File: src/rtl/mcu_io_pkg.sv
package mcu_io_pkg;

    // basic MCU data types
    typedef logic [15:0] word_t;  // one MCU data word
    typedef logic [7:0]  byte_t;  // uart or led payload

    // register map
    localparam int NUM_GP          = 4;   // general purpose regs at 0..3
    localparam int R_RSTK          = 4;   // return stack, push on load, pop on read
    localparam int R_LEDS          = 5;
    localparam int R_KEYS          = 6;   // inverted key inputs, read only
    localparam int R_ATX_DATA      = 7;   // write tx byte, read last rx byte
    localparam int R_ATX_CTRL      = 8;   // {rx_busy, tx_busy, go}
    localparam int R_AV_AD_HI      = 9;
    localparam int R_AV_AD_LO      = 10;
    localparam int R_AV_WRITE_DATA = 11;  // access here kicks off the avalon transfer
    localparam int R_AV_READ_DATA  = 12;
    localparam int NUM_REGS        = 13;

    // one strobe bit per register
    typedef logic [NUM_REGS-1:0] reg_sel_t;

    // requests from the MCU into the register bank
    typedef struct packed {
        reg_sel_t load;       // write load_data into the selected reg
        reg_sel_t read;       // MCU reads the selected reg this cycle
        word_t    load_data;  // shared by all registers
    } regbus_t;

    // all register values, seen by the MCU in parallel
    typedef word_t [NUM_REGS-1:0] reg_file_t;

    // avalon-mm master request
    typedef struct packed {
        logic [31:0] address;    // {ad_hi, ad_lo}
        word_t       writedata;
        logic        read;
        logic        write;
    } av_cmd_t;

    // uart timing, all on sysclk
    localparam int SAMPLE_DIV      = 4;  // sysclk cycles per sample tick
    localparam int SAMPLES_PER_BIT = 4;  // sample ticks per bit, 16 sysclk per bit
    localparam int FRAME_BITS      = 10; // start + 8 data + stop

    // counter widths derived from the timing above
    localparam int DIV_W   = $clog2(SAMPLE_DIV);
    localparam int SPB_W   = $clog2(SAMPLES_PER_BIT);
    localparam int FRAME_W = $clog2(FRAME_BITS);

    // return stack size used at the top
    localparam int RSTK_DEPTH = 32;

endpackage

File: src/rtl/avalon_bridge.sv
`timescale 1ns/10ps

// avalon-mm master driven by MCU register strobes
// a load of the write-data reg starts a write, a read of it starts a read
module avalon_bridge import mcu_io_pkg::*; (
    input  logic        sysclk,
    input  logic        rst,
    input  logic        wr_start,        // load strobe of the write-data reg
    input  logic        rd_start,        // read strobe of the write-data reg
    input  logic [31:0] address,         // {ad_hi, ad_lo}
    input  word_t       writedata,
    output av_cmd_t     av_cmd,
    input  logic        av_waitrequest,
    output logic        read_capture,    // loads the read-data reg
    output logic        mcu_wait         // stalls the MCU
);

    logic wr_q;   // write pending on the bus
    logic rd_q;   // read pending on the bus
    logic wr_end; // slave accepted the write this cycle

    assign wr_end = wr_q && !av_waitrequest;

    // slave returns read data in the first cycle without waitrequest
    assign read_capture = rd_q && !av_waitrequest;

    // one flag update per cycle, priority:
    // end of write, start of write, end of read, start of read
    always_ff @(posedge sysclk) begin
        if (rst) begin
            wr_q <= 1'b0;
            rd_q <= 1'b0;
        end else if (wr_end) begin
            wr_q <= 1'b0;  // write done
        end else if (wr_start) begin
            wr_q <= 1'b1;  // begin write
        end else if (read_capture) begin
            rd_q <= 1'b0;  // read done, data lands in the reg at this edge
        end else if (rd_start) begin
            rd_q <= 1'b1;  // begin read
        end
    end

    // address and data come straight from the bank regs
    // MCU is stalled meanwhile so they hold still under back-pressure
    assign av_cmd.address   = address;
    assign av_cmd.writedata = writedata;
    assign av_cmd.read      = rd_q;
    assign av_cmd.write     = wr_q;

    // capture cycle lies inside rd_q, so the read-data load is covered too
    assign mcu_wait = wr_q || rd_q;

endmodule

File: src/rtl/mcu_io_top.sv
`timescale 1ns/10ps

// peripheral side of the MCU system
// register bank plus stack, leds, keys, uart and avalon master
module mcu_io_top import mcu_io_pkg::*; (
    input  logic           sysclk,
    input  logic           rst,
    input  regbus_t        bus,             // strobes and load data from the MCU
    output wire reg_file_t r,               // every register, visible in parallel
    output logic           mcu_wait,        // stall while avalon is busy
    input  logic [1:0]     keys,            // active low buttons
    output byte_t          leds,            // active high
    output logic           tx_line,
    input  logic           rx_line,
    output av_cmd_t        av_cmd,
    input  logic           av_waitrequest,
    input  word_t          av_readdata
);

    byte_t tx_byte;       // byte queued for the transmitter
    logic  go;            // ctrl bit 0, starts tx while high
    logic  tx_busy;
    byte_t rx_byte;
    logic  rx_busy;
    logic  read_capture;  // avalon read data valid this cycle

    // general purpose registers
    for (genvar i = 0; i < NUM_GP; i++) begin : g_gp
        std_reg gp_reg (
            .sysclk (sysclk),
            .rst    (rst),
            .q      (r[i]),
            .d      (bus.load_data),
            .load   (bus.load[i])
        );
    end

    // return stack, MCU read pops
    stack_reg #(.DEPTH(RSTK_DEPTH)) rstk (
        .sysclk    (sysclk),
        .rst       (rst),
        .top       (r[R_RSTK]),
        .push_data (bus.load_data),
        .push      (bus.load[R_RSTK]),
        .pop       (bus.read[R_RSTK])
    );

    // leds
    std_reg #(.T(byte_t)) led_reg (
        .sysclk (sysclk),
        .rst    (rst),
        .q      (leds),
        .d      (bus.load_data[7:0]),
        .load   (bus.load[R_LEDS])
    );
    assign r[R_LEDS] = {8'h00, leds};

    assign r[R_KEYS] = {14'h0000, ~keys};  // 1 = pressed

    // uart data and control
    std_reg #(.T(byte_t)) atx_data_reg (
        .sysclk (sysclk),
        .rst    (rst),
        .q      (tx_byte),
        .d      (bus.load_data[7:0]),
        .load   (bus.load[R_ATX_DATA])
    );
    std_reg #(.T(logic)) atx_go_reg (
        .sysclk (sysclk),
        .rst    (rst),
        .q      (go),
        .d      (bus.load_data[0]),
        .load   (bus.load[R_ATX_CTRL])
    );
    assign r[R_ATX_DATA] = {8'h00, rx_byte};  // reads back the receiver, not tx_byte
    assign r[R_ATX_CTRL] = {13'h0000, rx_busy, tx_busy, go};

    uart_tx utx (
        .sysclk  (sysclk),
        .rst     (rst),
        .tx_data (tx_byte),
        .start   (go),  // program sets go then clears it
        .tx_line (tx_line),
        .tx_busy (tx_busy)
    );

    uart_rx urx (
        .sysclk  (sysclk),
        .rst     (rst),
        .rx_line (rx_line),
        .rx_data (rx_byte),
        .rx_busy (rx_busy)
    );

    // avalon address and data regs
    // write data is accessed last since that triggers the transfer
    std_reg av_ad_hi_reg (
        .sysclk (sysclk),
        .rst    (rst),
        .q      (r[R_AV_AD_HI]),
        .d      (bus.load_data),
        .load   (bus.load[R_AV_AD_HI])
    );
    std_reg av_ad_lo_reg (
        .sysclk (sysclk),
        .rst    (rst),
        .q      (r[R_AV_AD_LO]),
        .d      (bus.load_data),
        .load   (bus.load[R_AV_AD_LO])
    );
    std_reg av_write_data_reg (
        .sysclk (sysclk),
        .rst    (rst),
        .q      (r[R_AV_WRITE_DATA]),
        .d      (bus.load_data),
        .load   (bus.load[R_AV_WRITE_DATA])
    );
    std_reg av_read_data_reg (
        .sysclk (sysclk),
        .rst    (rst),
        .q      (r[R_AV_READ_DATA]),
        .d      (av_readdata),
        .load   (read_capture)  // visible the cycle after capture
    );

    avalon_bridge av_master (
        .sysclk         (sysclk),
        .rst            (rst),
        .wr_start       (bus.load[R_AV_WRITE_DATA]),
        .rd_start       (bus.read[R_AV_WRITE_DATA]),
        .address        ({r[R_AV_AD_HI], r[R_AV_AD_LO]}),
        .writedata      (r[R_AV_WRITE_DATA]),
        .av_cmd         (av_cmd),
        .av_waitrequest (av_waitrequest),
        .read_capture   (read_capture),
        .mcu_wait       (mcu_wait)
    );

endmodule

File: src/rtl/stack_reg.sv
`timescale 1ns/10ps

// lifo register for the return stack
// load pushes, read pops, top always shows newest entry
module stack_reg import mcu_io_pkg::*; #(
    parameter int DEPTH = 32  // power of two so the pointer wraps cleanly
) (
    input  logic  sysclk,
    input  logic  rst,
    output word_t top,
    input  word_t push_data,
    input  logic  push,
    input  logic  pop
);

    word_t                    mem [DEPTH];  // stack storage
    logic [$clog2(DEPTH)-1:0] sp;           // next free slot
    logic [$clog2(DEPTH)-1:0] top_idx;      // newest entry
    logic [$clog2(DEPTH):0]   fill;         // entries held, saturates at DEPTH
    logic                     empty;
    logic                     do_pop;       // pop that actually removes something

    assign top_idx = sp - 1'b1;
    assign empty   = (fill == '0);
    assign do_pop  = pop && !empty;  // popping an empty stack is ignored
    assign top     = empty ? '0 : mem[top_idx];

    // pointer and fill level
    always_ff @(posedge sysclk) begin
        if (rst) begin
            sp   <= '0;
            fill <= '0;
        end else if (push && !do_pop) begin
            sp <= sp + 1'b1;  // wraps on overflow, oldest entry is overwritten
            if (int'(fill) < DEPTH)
                fill <= fill + 1'b1;
        end else if (do_pop && !push) begin
            sp   <= top_idx;
            fill <= fill - 1'b1;
        end
        // push with pop just replaces the top, pointer stays put
    end

    // storage
    always_ff @(posedge sysclk) begin
        if (push) begin
            if (do_pop)
                mem[top_idx] <= push_data;  // swap top in place
            else
                mem[sp] <= push_data;
        end
    end

endmodule

File: src/rtl/std_reg.sv
`timescale 1ns/10ps

// plain load-enabled register, payload type picked per instance
module std_reg import mcu_io_pkg::*; #(
    parameter type T = word_t  // word, byte or single bit
) (
    input  logic sysclk,
    input  logic rst,
    output T     q,
    input  T     d,
    input  logic load
);

    always_ff @(posedge sysclk) begin
        if (rst) begin
            q <= '0;  // every register comes up zero
        end else if (load) begin
            q <= d;   // take the new value on the strobe
        end
    end

endmodule

File: src/rtl/uart_rx.sv
`timescale 1ns/10ps

// 8N1 receiver, 4x oversampled on sysclk
// tick phase restarts on the start edge so samples fall mid-bit
module uart_rx import mcu_io_pkg::*; (
    input  logic  sysclk,
    input  logic  rst,
    input  logic  rx_line,
    output byte_t rx_data,   // last good byte, held
    output logic  rx_busy
);

    logic               rx_meta;  // first sync stage
    logic               rx_sync;  // safe to use
    logic               rx_prev;  // for edge detect
    logic               busy_q;
    logic [DIV_W-1:0]   div_cnt;
    logic [SPB_W-1:0]   smp_cnt;
    logic [FRAME_W-1:0] bit_cnt;  // 0 = start bit, FRAME_BITS-1 = stop bit
    byte_t              shift_q;
    byte_t              data_q;
    logic               tick;
    logic               mid_bit;
    logic               start_edge;
    logic               is_start;
    logic               is_stop;

    assign tick       = (div_cnt == DIV_W'(SAMPLE_DIV - 1));
    assign mid_bit    = tick && (smp_cnt == SPB_W'(SAMPLES_PER_BIT / 2 - 1));
    assign start_edge = rx_prev && !rx_sync;  // falling edge
    assign is_start   = (bit_cnt == '0);
    assign is_stop    = (bit_cnt == FRAME_W'(FRAME_BITS - 1));

    // 2-flop synchronizer, preset high to match the idle line
    always_ff @(posedge sysclk) begin
        if (rst) begin
            rx_meta <= 1'b1;
            rx_sync <= 1'b1;
            rx_prev <= 1'b1;
        end else begin
            rx_meta <= rx_line;
            rx_sync <= rx_meta;
            rx_prev <= rx_sync;
        end
    end

    always_ff @(posedge sysclk) begin
        if (rst) begin
            busy_q  <= 1'b0;
            div_cnt <= '0;
            smp_cnt <= '0;
            bit_cnt <= '0;
            data_q  <= '0;
        end else if (!busy_q) begin
            if (start_edge) begin
                busy_q  <= 1'b1;
                div_cnt <= '0;  // align tick phase to the edge
                smp_cnt <= '0;
                bit_cnt <= '0;
            end
        end else begin
            div_cnt <= tick ? '0 : div_cnt + 1'b1;
            if (tick)
                smp_cnt <= smp_cnt + 1'b1;  // wraps every bit
            if (mid_bit) begin
                bit_cnt <= bit_cnt + 1'b1;
                if (is_start && rx_sync)
                    busy_q <= 1'b0;  // glitch, not a real start bit
                if (is_stop) begin
                    busy_q <= 1'b0;
                    if (rx_sync)
                        data_q <= shift_q;  // framing ok, publish byte
                end
            end
        end
    end

    // data bits arrive lsb first, shift in from the top
    always_ff @(posedge sysclk) begin
        if (busy_q && mid_bit && !is_start && !is_stop)
            shift_q <= {rx_sync, shift_q[7:1]};
    end

    assign rx_data = data_q;
    assign rx_busy = busy_q;

endmodule

File: src/rtl/uart_tx.sv
`timescale 1ns/10ps

// 8N1 transmitter on sysclk with a divided sample tick
// starts whenever start is high while idle
module uart_tx import mcu_io_pkg::*; (
    input  logic  sysclk,
    input  logic  rst,
    input  byte_t tx_data,
    input  logic  start,    // level, not a pulse
    output logic  tx_line,
    output logic  tx_busy
);

    logic                  busy_q;
    logic [DIV_W-1:0]      div_cnt;  // sysclk count within a sample tick
    logic [SPB_W-1:0]      smp_cnt;  // sample ticks within a bit
    logic [FRAME_W-1:0]    bit_cnt;  // bits sent so far
    logic [FRAME_BITS-1:0] shift_q;  // lsb is on the line
    logic                  tick;
    logic                  bit_end;

    assign tick    = (div_cnt == DIV_W'(SAMPLE_DIV - 1));
    assign bit_end = tick && (smp_cnt == SPB_W'(SAMPLES_PER_BIT - 1));

    always_ff @(posedge sysclk) begin
        if (rst) begin
            busy_q  <= 1'b0;
            div_cnt <= '0;
            smp_cnt <= '0;
            bit_cnt <= '0;
            shift_q <= '1;  // line idles high
        end else if (!busy_q) begin
            if (start) begin
                busy_q  <= 1'b1;
                shift_q <= {1'b1, tx_data, 1'b0};  // stop, data lsb first, start
                div_cnt <= '0;  // fresh tick phase for each frame
                smp_cnt <= '0;
                bit_cnt <= '0;
            end
        end else begin
            div_cnt <= tick ? '0 : div_cnt + 1'b1;
            if (tick)
                smp_cnt <= bit_end ? '0 : smp_cnt + 1'b1;
            if (bit_end) begin
                shift_q <= {1'b1, shift_q[FRAME_BITS-1:1]};  // ones fill in behind
                bit_cnt <= bit_cnt + 1'b1;
                if (bit_cnt == FRAME_W'(FRAME_BITS - 1))
                    busy_q <= 1'b0;  // stop bit finished
            end
        end
    end

    assign tx_line = shift_q[0];
    assign tx_busy = busy_q;

endmodule

File: config.mk
export PLATFORM = sky130hd
export DESIGN_NAME = mcu_io_top
export DESIGN_NICKNAME = d
export VERILOG_FILES = /design/src/rtl/mcu_io_pkg.sv /design/src/rtl/avalon_bridge.sv /design/src/rtl/mcu_io_top.sv /design/src/rtl/stack_reg.sv /design/src/rtl/std_reg.sv /design/src/rtl/uart_rx.sv /design/src/rtl/uart_tx.sv
export SDC_FILE = /design/constraint.sdc
export NUM_CORES = 1
export LEC_CHECK = 0
export ABC_CLOCK_PERIOD_IN_PS = 4500
export BUFFER_PORTS_ARGS = -buffer_cell sky130_fd_sc_hd__buf_2
export CAP_MARGIN = 40
export CORE_AREA = 2 2 286 260
export DETAILED_ROUTE_END_ITERATION = 7
export DIE_AREA = 0 0 288 262
export SLEW_MARGIN = 20
export SYNTH_ARGS = -nofsm -noshare
export SYNTH_HDL_FRONTEND = slang
export SYNTH_HIERARCHICAL = 1
export SYNTH_SLANG_ARGS = --single-unit
File: constraint.sdc
create_clock -name sysclk -period 4.5 [get_ports sysclk]
set_clock_uncertainty 0.05 [all_clocks]
set_input_delay 0.225 -clock sysclk [delete_from_list [all_inputs] [get_ports sysclk]]
set_output_delay 0.225 -clock sysclk [all_outputs]
set_load 0.1 [all_outputs]
-- Word-level counts from Yosys, hierarchy flattened
Memories as Yosys holds them, arrays and structs flattened.
Index checks and enable logic that the tools add are counted.
- $add $sub $neg: 10
- $lt $le $gt $ge: 1
- equality and inequality tests: 11
- muxes and demuxes: 46
- bitwise gates (word level): 3
- reductions and logical operators: 35
- operators by type and width (cell ; number):
    $mux 16 ; 2
    $mux 10 ; 3
    $mux 4 ; 6
    $mux 2 ; 11
    $mux 1 ; 18
    $mux 6 ; 3
    $reduce_or 16->1 ; 1
    $mux 5 ; 3
    $logic_and 1x1->1 ; 12
    $ne 2x2->1 const B ; 5
    $reduce_and 2->1 ; 5
    $add 2x1->2 const B ; 4
    $add 4x1->4 const B ; 2
    $eq 4x4->1 const B ; 2
    $reduce_bool 2->1 ; 4
    $logic_not 1->1 ; 7
    $add 6x1->6 const B ; 1
    $eq 2x2->1 const B ; 3
    $logic_not 6->1 ; 1
    $lt 6x6->1 const B ; 1
    $sub 6x1->6 const B ; 1
    $add 5x1->5 const B ; 1
    $sub 5x1->5 const B ; 1
    $logic_not 4->1 ; 1
    7 further kinds ; 8
- flip-flop bits (word level): 205
- RAM bits: 512
- input port bits: 64
- output and inout bits: 268
- logic and storage cells: 136
- memories: 1
- memory list (name ; depth ; bits a word ; read ports ; clocked after memory_dff ; write ports ; RTL line ; RTL):
    rstk.mem ; 32 ; 16 ; 1 ; 0 ; 1 ; stack_reg.sv:16 ; word_t mem [DEPTH];

-- Depth between registers and ports, before layout
- depth in word-level cells: 8
- mapped depth: 13
- gate-level depth less buffers: 11

-- Cells and area by module
Netlist, hierarchy kept.
- modules (own cells, without submodules) (module ; times used ; cells an instance ; area an instance (µm²) ; sequential area each (µm²)):
    stack_reg ; 1 ; 942 ; 20606.0 ; 15595.0
    std_reg (av_ad_hi_reg ...) ; 8 ; 52 ; 580.6 ; 320.3
    uart_rx ; 1 ; 104 ; 1168.6 ; 640.6
    uart_tx ; 1 ; 99 ; 900.9 ; 360.3
    std_reg (atx_data_reg ...) ; 2 ; 26 ; 285.3 ; 160.2
    avalon_bridge ; 1 ; 61 ; 476.7 ; 40.0
    mcu_io_top ; 1 ; 57 ; 416.6 ; 0.0
    std_reg (atx_go_reg) ; 1 ; 3 ; 33.8 ; 20.0

-- Least setup slack after synthesis
Ideal clock, no wire load.
- path type: register to output
- start: reg rstk.sp[0]
- end: out r[76] in the netlist's numbering
- arrival: 4.517 ns
- required time: 4.225 ns
- slack: -0.292 ns
- stages on the path, launching flop included: 13
- buffers on the path: 6
- cell sequence: dfxtp_1 > buf_6 > buf_2 > buf_6 > inv_1 > ha_1 > clkbuf_1 > buf_2 > buf_1 > mux4_2 > mux4_2 > nor2_1 > nor3_1
- RTL lines (what ; RTL line ; RTL):
    start: declaration ; stack_reg.sv:17 ; logic [$clog2(DEPTH)-1:0] sp;
    start signal: assignment ; stack_reg.sv:34 ; sp <= sp + 1'b1;
    start signal: assignment ; stack_reg.sv:38 ; sp <= top_idx;
    end: declaration ; mcu_io_top.sv:9 ; output wire reg_file_t r,

==> metrics.md <==
| Metric | Value |
|---|---|
| Final setup fails | 0 |
| Maximum VDD drop | 0.000765 V |
| Worst-path clk slew | 0.06 ns |
| Initial antenna violation count | 3 |
| Setup Slack @ Placement | 0.868 ns |
| Vias in the first global route | 15,800 |
| Final period util | 94.4% |
| DP Cell Count | 2,867 |
| Final std cells w/o fill | 3,041 |
| Max-cap violations | 0 |
| EDFF count, synth | 520 |
| Root buf cell | clkbuf_16 |
| Reg power frac | 32.2% |
| Slew margin rel. | 44.0% |
| H-Tree Depth | 3 |
| Switching Share | 41.5% |
| Clk buf depth | 3 |
| TNS Setup | 0 ns |
| First-pass GRT wire length | 99,700 um |
| Crit path launch | rstk/sp[1]$_SDFFE_PP0P_ |
| Final Wtd Congestion | 0.752 |
| Ys Warns | 6 |
| CP endpoint kind | primary output |
| Logic pwr share | 44.4% |
| WP buf/inv | 3 |
| Async SR Flop Fraction | 0% |
| WS Path Type | reg2out |
| Final Util | 46.3% |
| Final WS setup | 0.253 ns |
| I/O pins | 332 |
| HP Start | bus[2] |
| Filler instances | 6,283 |
| Most used cell, CP | mux4_2 |
| Layout area overhead | 16.5% |
| Cell family with most CP delay | multiplexers |
| Min Tclk post-route | 4.25 ns |
| Final non-filler cell area | 0.0336 mm^2 |
| CP Data Required Time | 4.22 ns |
| Synth top area cells | edfxtp_1 (54%), dfxtp_1 (14%), mux4_2 (11%) |
| GRT Total Usage | 17.8% |
| Synth Register Bits | 716 |
| Sink Count | 716 |
| Die H | 262 um |
| Setup Fix Bufs, Post-CTS | 0 |
| Routed Wire Length | 67,500 um |
| Dpl hpwl | 42,100 um |
| Min Hold Slack | 0.0524 ns |
| Nets | 2,114 |
| Skew-Pair Late Insertion Delay | 0.61 ns |
| Internal power | 14.2 mW |
| Cell Area, Synth | 0.0288 mm^2 |
| Top_reg_cell synth | edfxtp_1 |
| Worst min path class | in2reg |
| Largest net degree at the start of global routing | 104 |
| CP arrival | 3.97 ns |
| Status | finished clean |
| Yosys top cell by area | edfxtp_1 |
| DR iter-0 viols | 1,127 |
| Worst-Margin Slew | 0.841 ns |
| Commonest non-fill, non-tap cell in the layout | edfxtp_1 |
| Final Hold Viols | 0 |
| Drt pass-1 iters | 5 |
| Yosys top cell area share | 54.2% |
| Gate Count Post-Synth | 1,734 |
| RSZ-0062 raised after global routing | no |
| Most frequent cells in the layout | edfxtp_1 (520), buf_2 (274), nor2_1 (215) |
| Core area | 0.0724 mm^2 |
| Net Sw Power | 10.0 mW |
| Number of buffers created by CTS | 74 |
| PwrDens | 721 mW/mm^2 |
| Post-synthesis sequential area ratio | 67.8% |
| Rows | 94 |
| CP peak stage delay | 0.80 ns |
| FMAX | 235 MHz |
| Final ANT Viol Nets | 0 |
| Crit path cell chain | inv_1 > ha_4 > buf_4 > mux4_2 > mux4_2 > nor2_1 > nor3_2 > buf_2 |
| DR vias/cell | 5.14 |
| Total gr overflow | 0 |
| Via count | 15,600 |
| Initial core utilization | 39.8% |
| Drt wl/cell | 22.2 um |
| Crit start category | flip-flop |
| Final Power | 24.2 mW |
| Total die area | 0.0755 mm^2 |
| Area after DPL | 0.0308 mm^2 |
| Drt drc | 0 |
| Share of cells above drive strength 1 | 31.4% |
| Reg2reg start | rstk/sp[1]$_SDFFE_PP0P_ |
| Post-synth cell types | 56 |
| CTS tree | built |
| Final Max Slew Viols | 0 |
| Post-Syn Area per Cell | 16.6 um^2 |
| CP max stage cell | ha_4 |
| Leak pwr | 12.3 nW |
| Clock share of power | 23.4% |
| Port buffer count | 275 |
| Die width | 288 um |
| Critical path peak fanout | 49 |
==> registers in the layout, summed over array words and instances, names as in the netlist, 4 cells and up <==
register / count
led_reg/q: 8
g_gp.gp_reg/q: 64
av_ad_hi_reg/q: 16
utx/bit_cnt: 4
urx/rx_data: 8
rstk/fill: 6
urx/bit_cnt: 4
urx/shift_q: 8
av_ad_lo_reg/q: 16
rstk/mem: 512
av_read_data_reg/q: 16
rstk/sp: 5
utx/shift_q: 9
atx_data_reg/q: 8
av_write_data_reg/q: 16
==> Yosys cell counts, drive strengths merged (2+ instances only) <==
cell / number
nor2: 215
nand3: 14
buf: 177
a221oi: 7
o22ai: 17
edfxtp: 520
nand2b: 26
a21o: 2
or3: 3
nand2: 18
nor3: 34
mux4: 144
dfxtp: 196
nor3b: 4
a21oi: 17
ha: 20
and2b: 3
xor2: 4
clkbuf: 25
mux2i: 161
a211oi: 8
or4: 2
a32oi: 2
xnor2: 9
o21ai: 6
nand4: 3
mux2: 33
inv: 20
o21bai: 11
nor2b: 13
or2: 6
==> per-layer routing <==
metal,vias up,global-route usage [%],share of wire (%)
met5,-,0,0.058
met4,6,5.14,2.3
met3,101,4.11,6.3
met2,475,28.4,47
met1,8060,24.4,44
li1,7001,-,-
==> power by group through the flow <==
stage	Clock (mW)	Combinational, mW	Sequential [mW]
6_report	5.66	10.7	7.79
5_1_grt	6.05	11.2	7.83
4_1_cts	5.79	10.8	7.79
3_5_place_dp	0	10.8	7.93
3_3_place_gp	0	10.6	7.90
2_1_floorplan	0	7.71	8.34
==> logic make-up after synthesis <==
family,count (synthesis),share of synthesized area [%]
adder cells (fa/ha/maj),21,0.938
flip-flops,716,67.8
AND/OR/NAND/NOR,345,5.48
XOR/XNOR,13,0.421
multiplexers,338,18.1
other,1,0.0130
buffers and inverters,222,5.36
AO/OA/AOI/OAI,78,1.85
==> worst register-to-register path: cells and delay by family, from the launching register on <==
family                     cells  cell delay, ns
AOI/OAI and AO/OA              1            0.14
adders and majority gates      1            0.80
buffers and inverters          3            0.85
and+or+nand+nor                3            0.81
DFF                            1            0.51
==> area by class of cell <==
class / count / area (um^2) / share of cell area [%]
timing repair buffer: 379 / 2530 / 7.53
sequential: 716 / 19500 / 58.2
clock buffer: 103 / 2060 / 6.15
antenna: 1 / 2.50 / 0.00745
clock inverter: 24 / 160 / 0.477
multi-input combinational: 838 / 8000 / 23.8
inverter: 20 / 75.1 / 0.224
tap: 960 / 1200 / 3.58
==> final timing paths <==
kind | slack [ns] | cells after the start | end
max | 0.25 | 8 | r[75]
min | 0.05 | 1 | rstk/mem[3][2]$_DFFE_PP_
max reg2reg | 1.01 | 8 | rstk/mem[9][4]$_DFFE_PP_
min reg2reg | 0.36 | 1 | urx/rx_sync$_SDFF_PP1_
==> repair_timing <==
item | in CTS | in global routing
gates resized for setup | 0 | 0
endpoints found under the hold margin | 147 | 46
hold buffers | 31 | 6
Power figures use the tool's default switching activity.
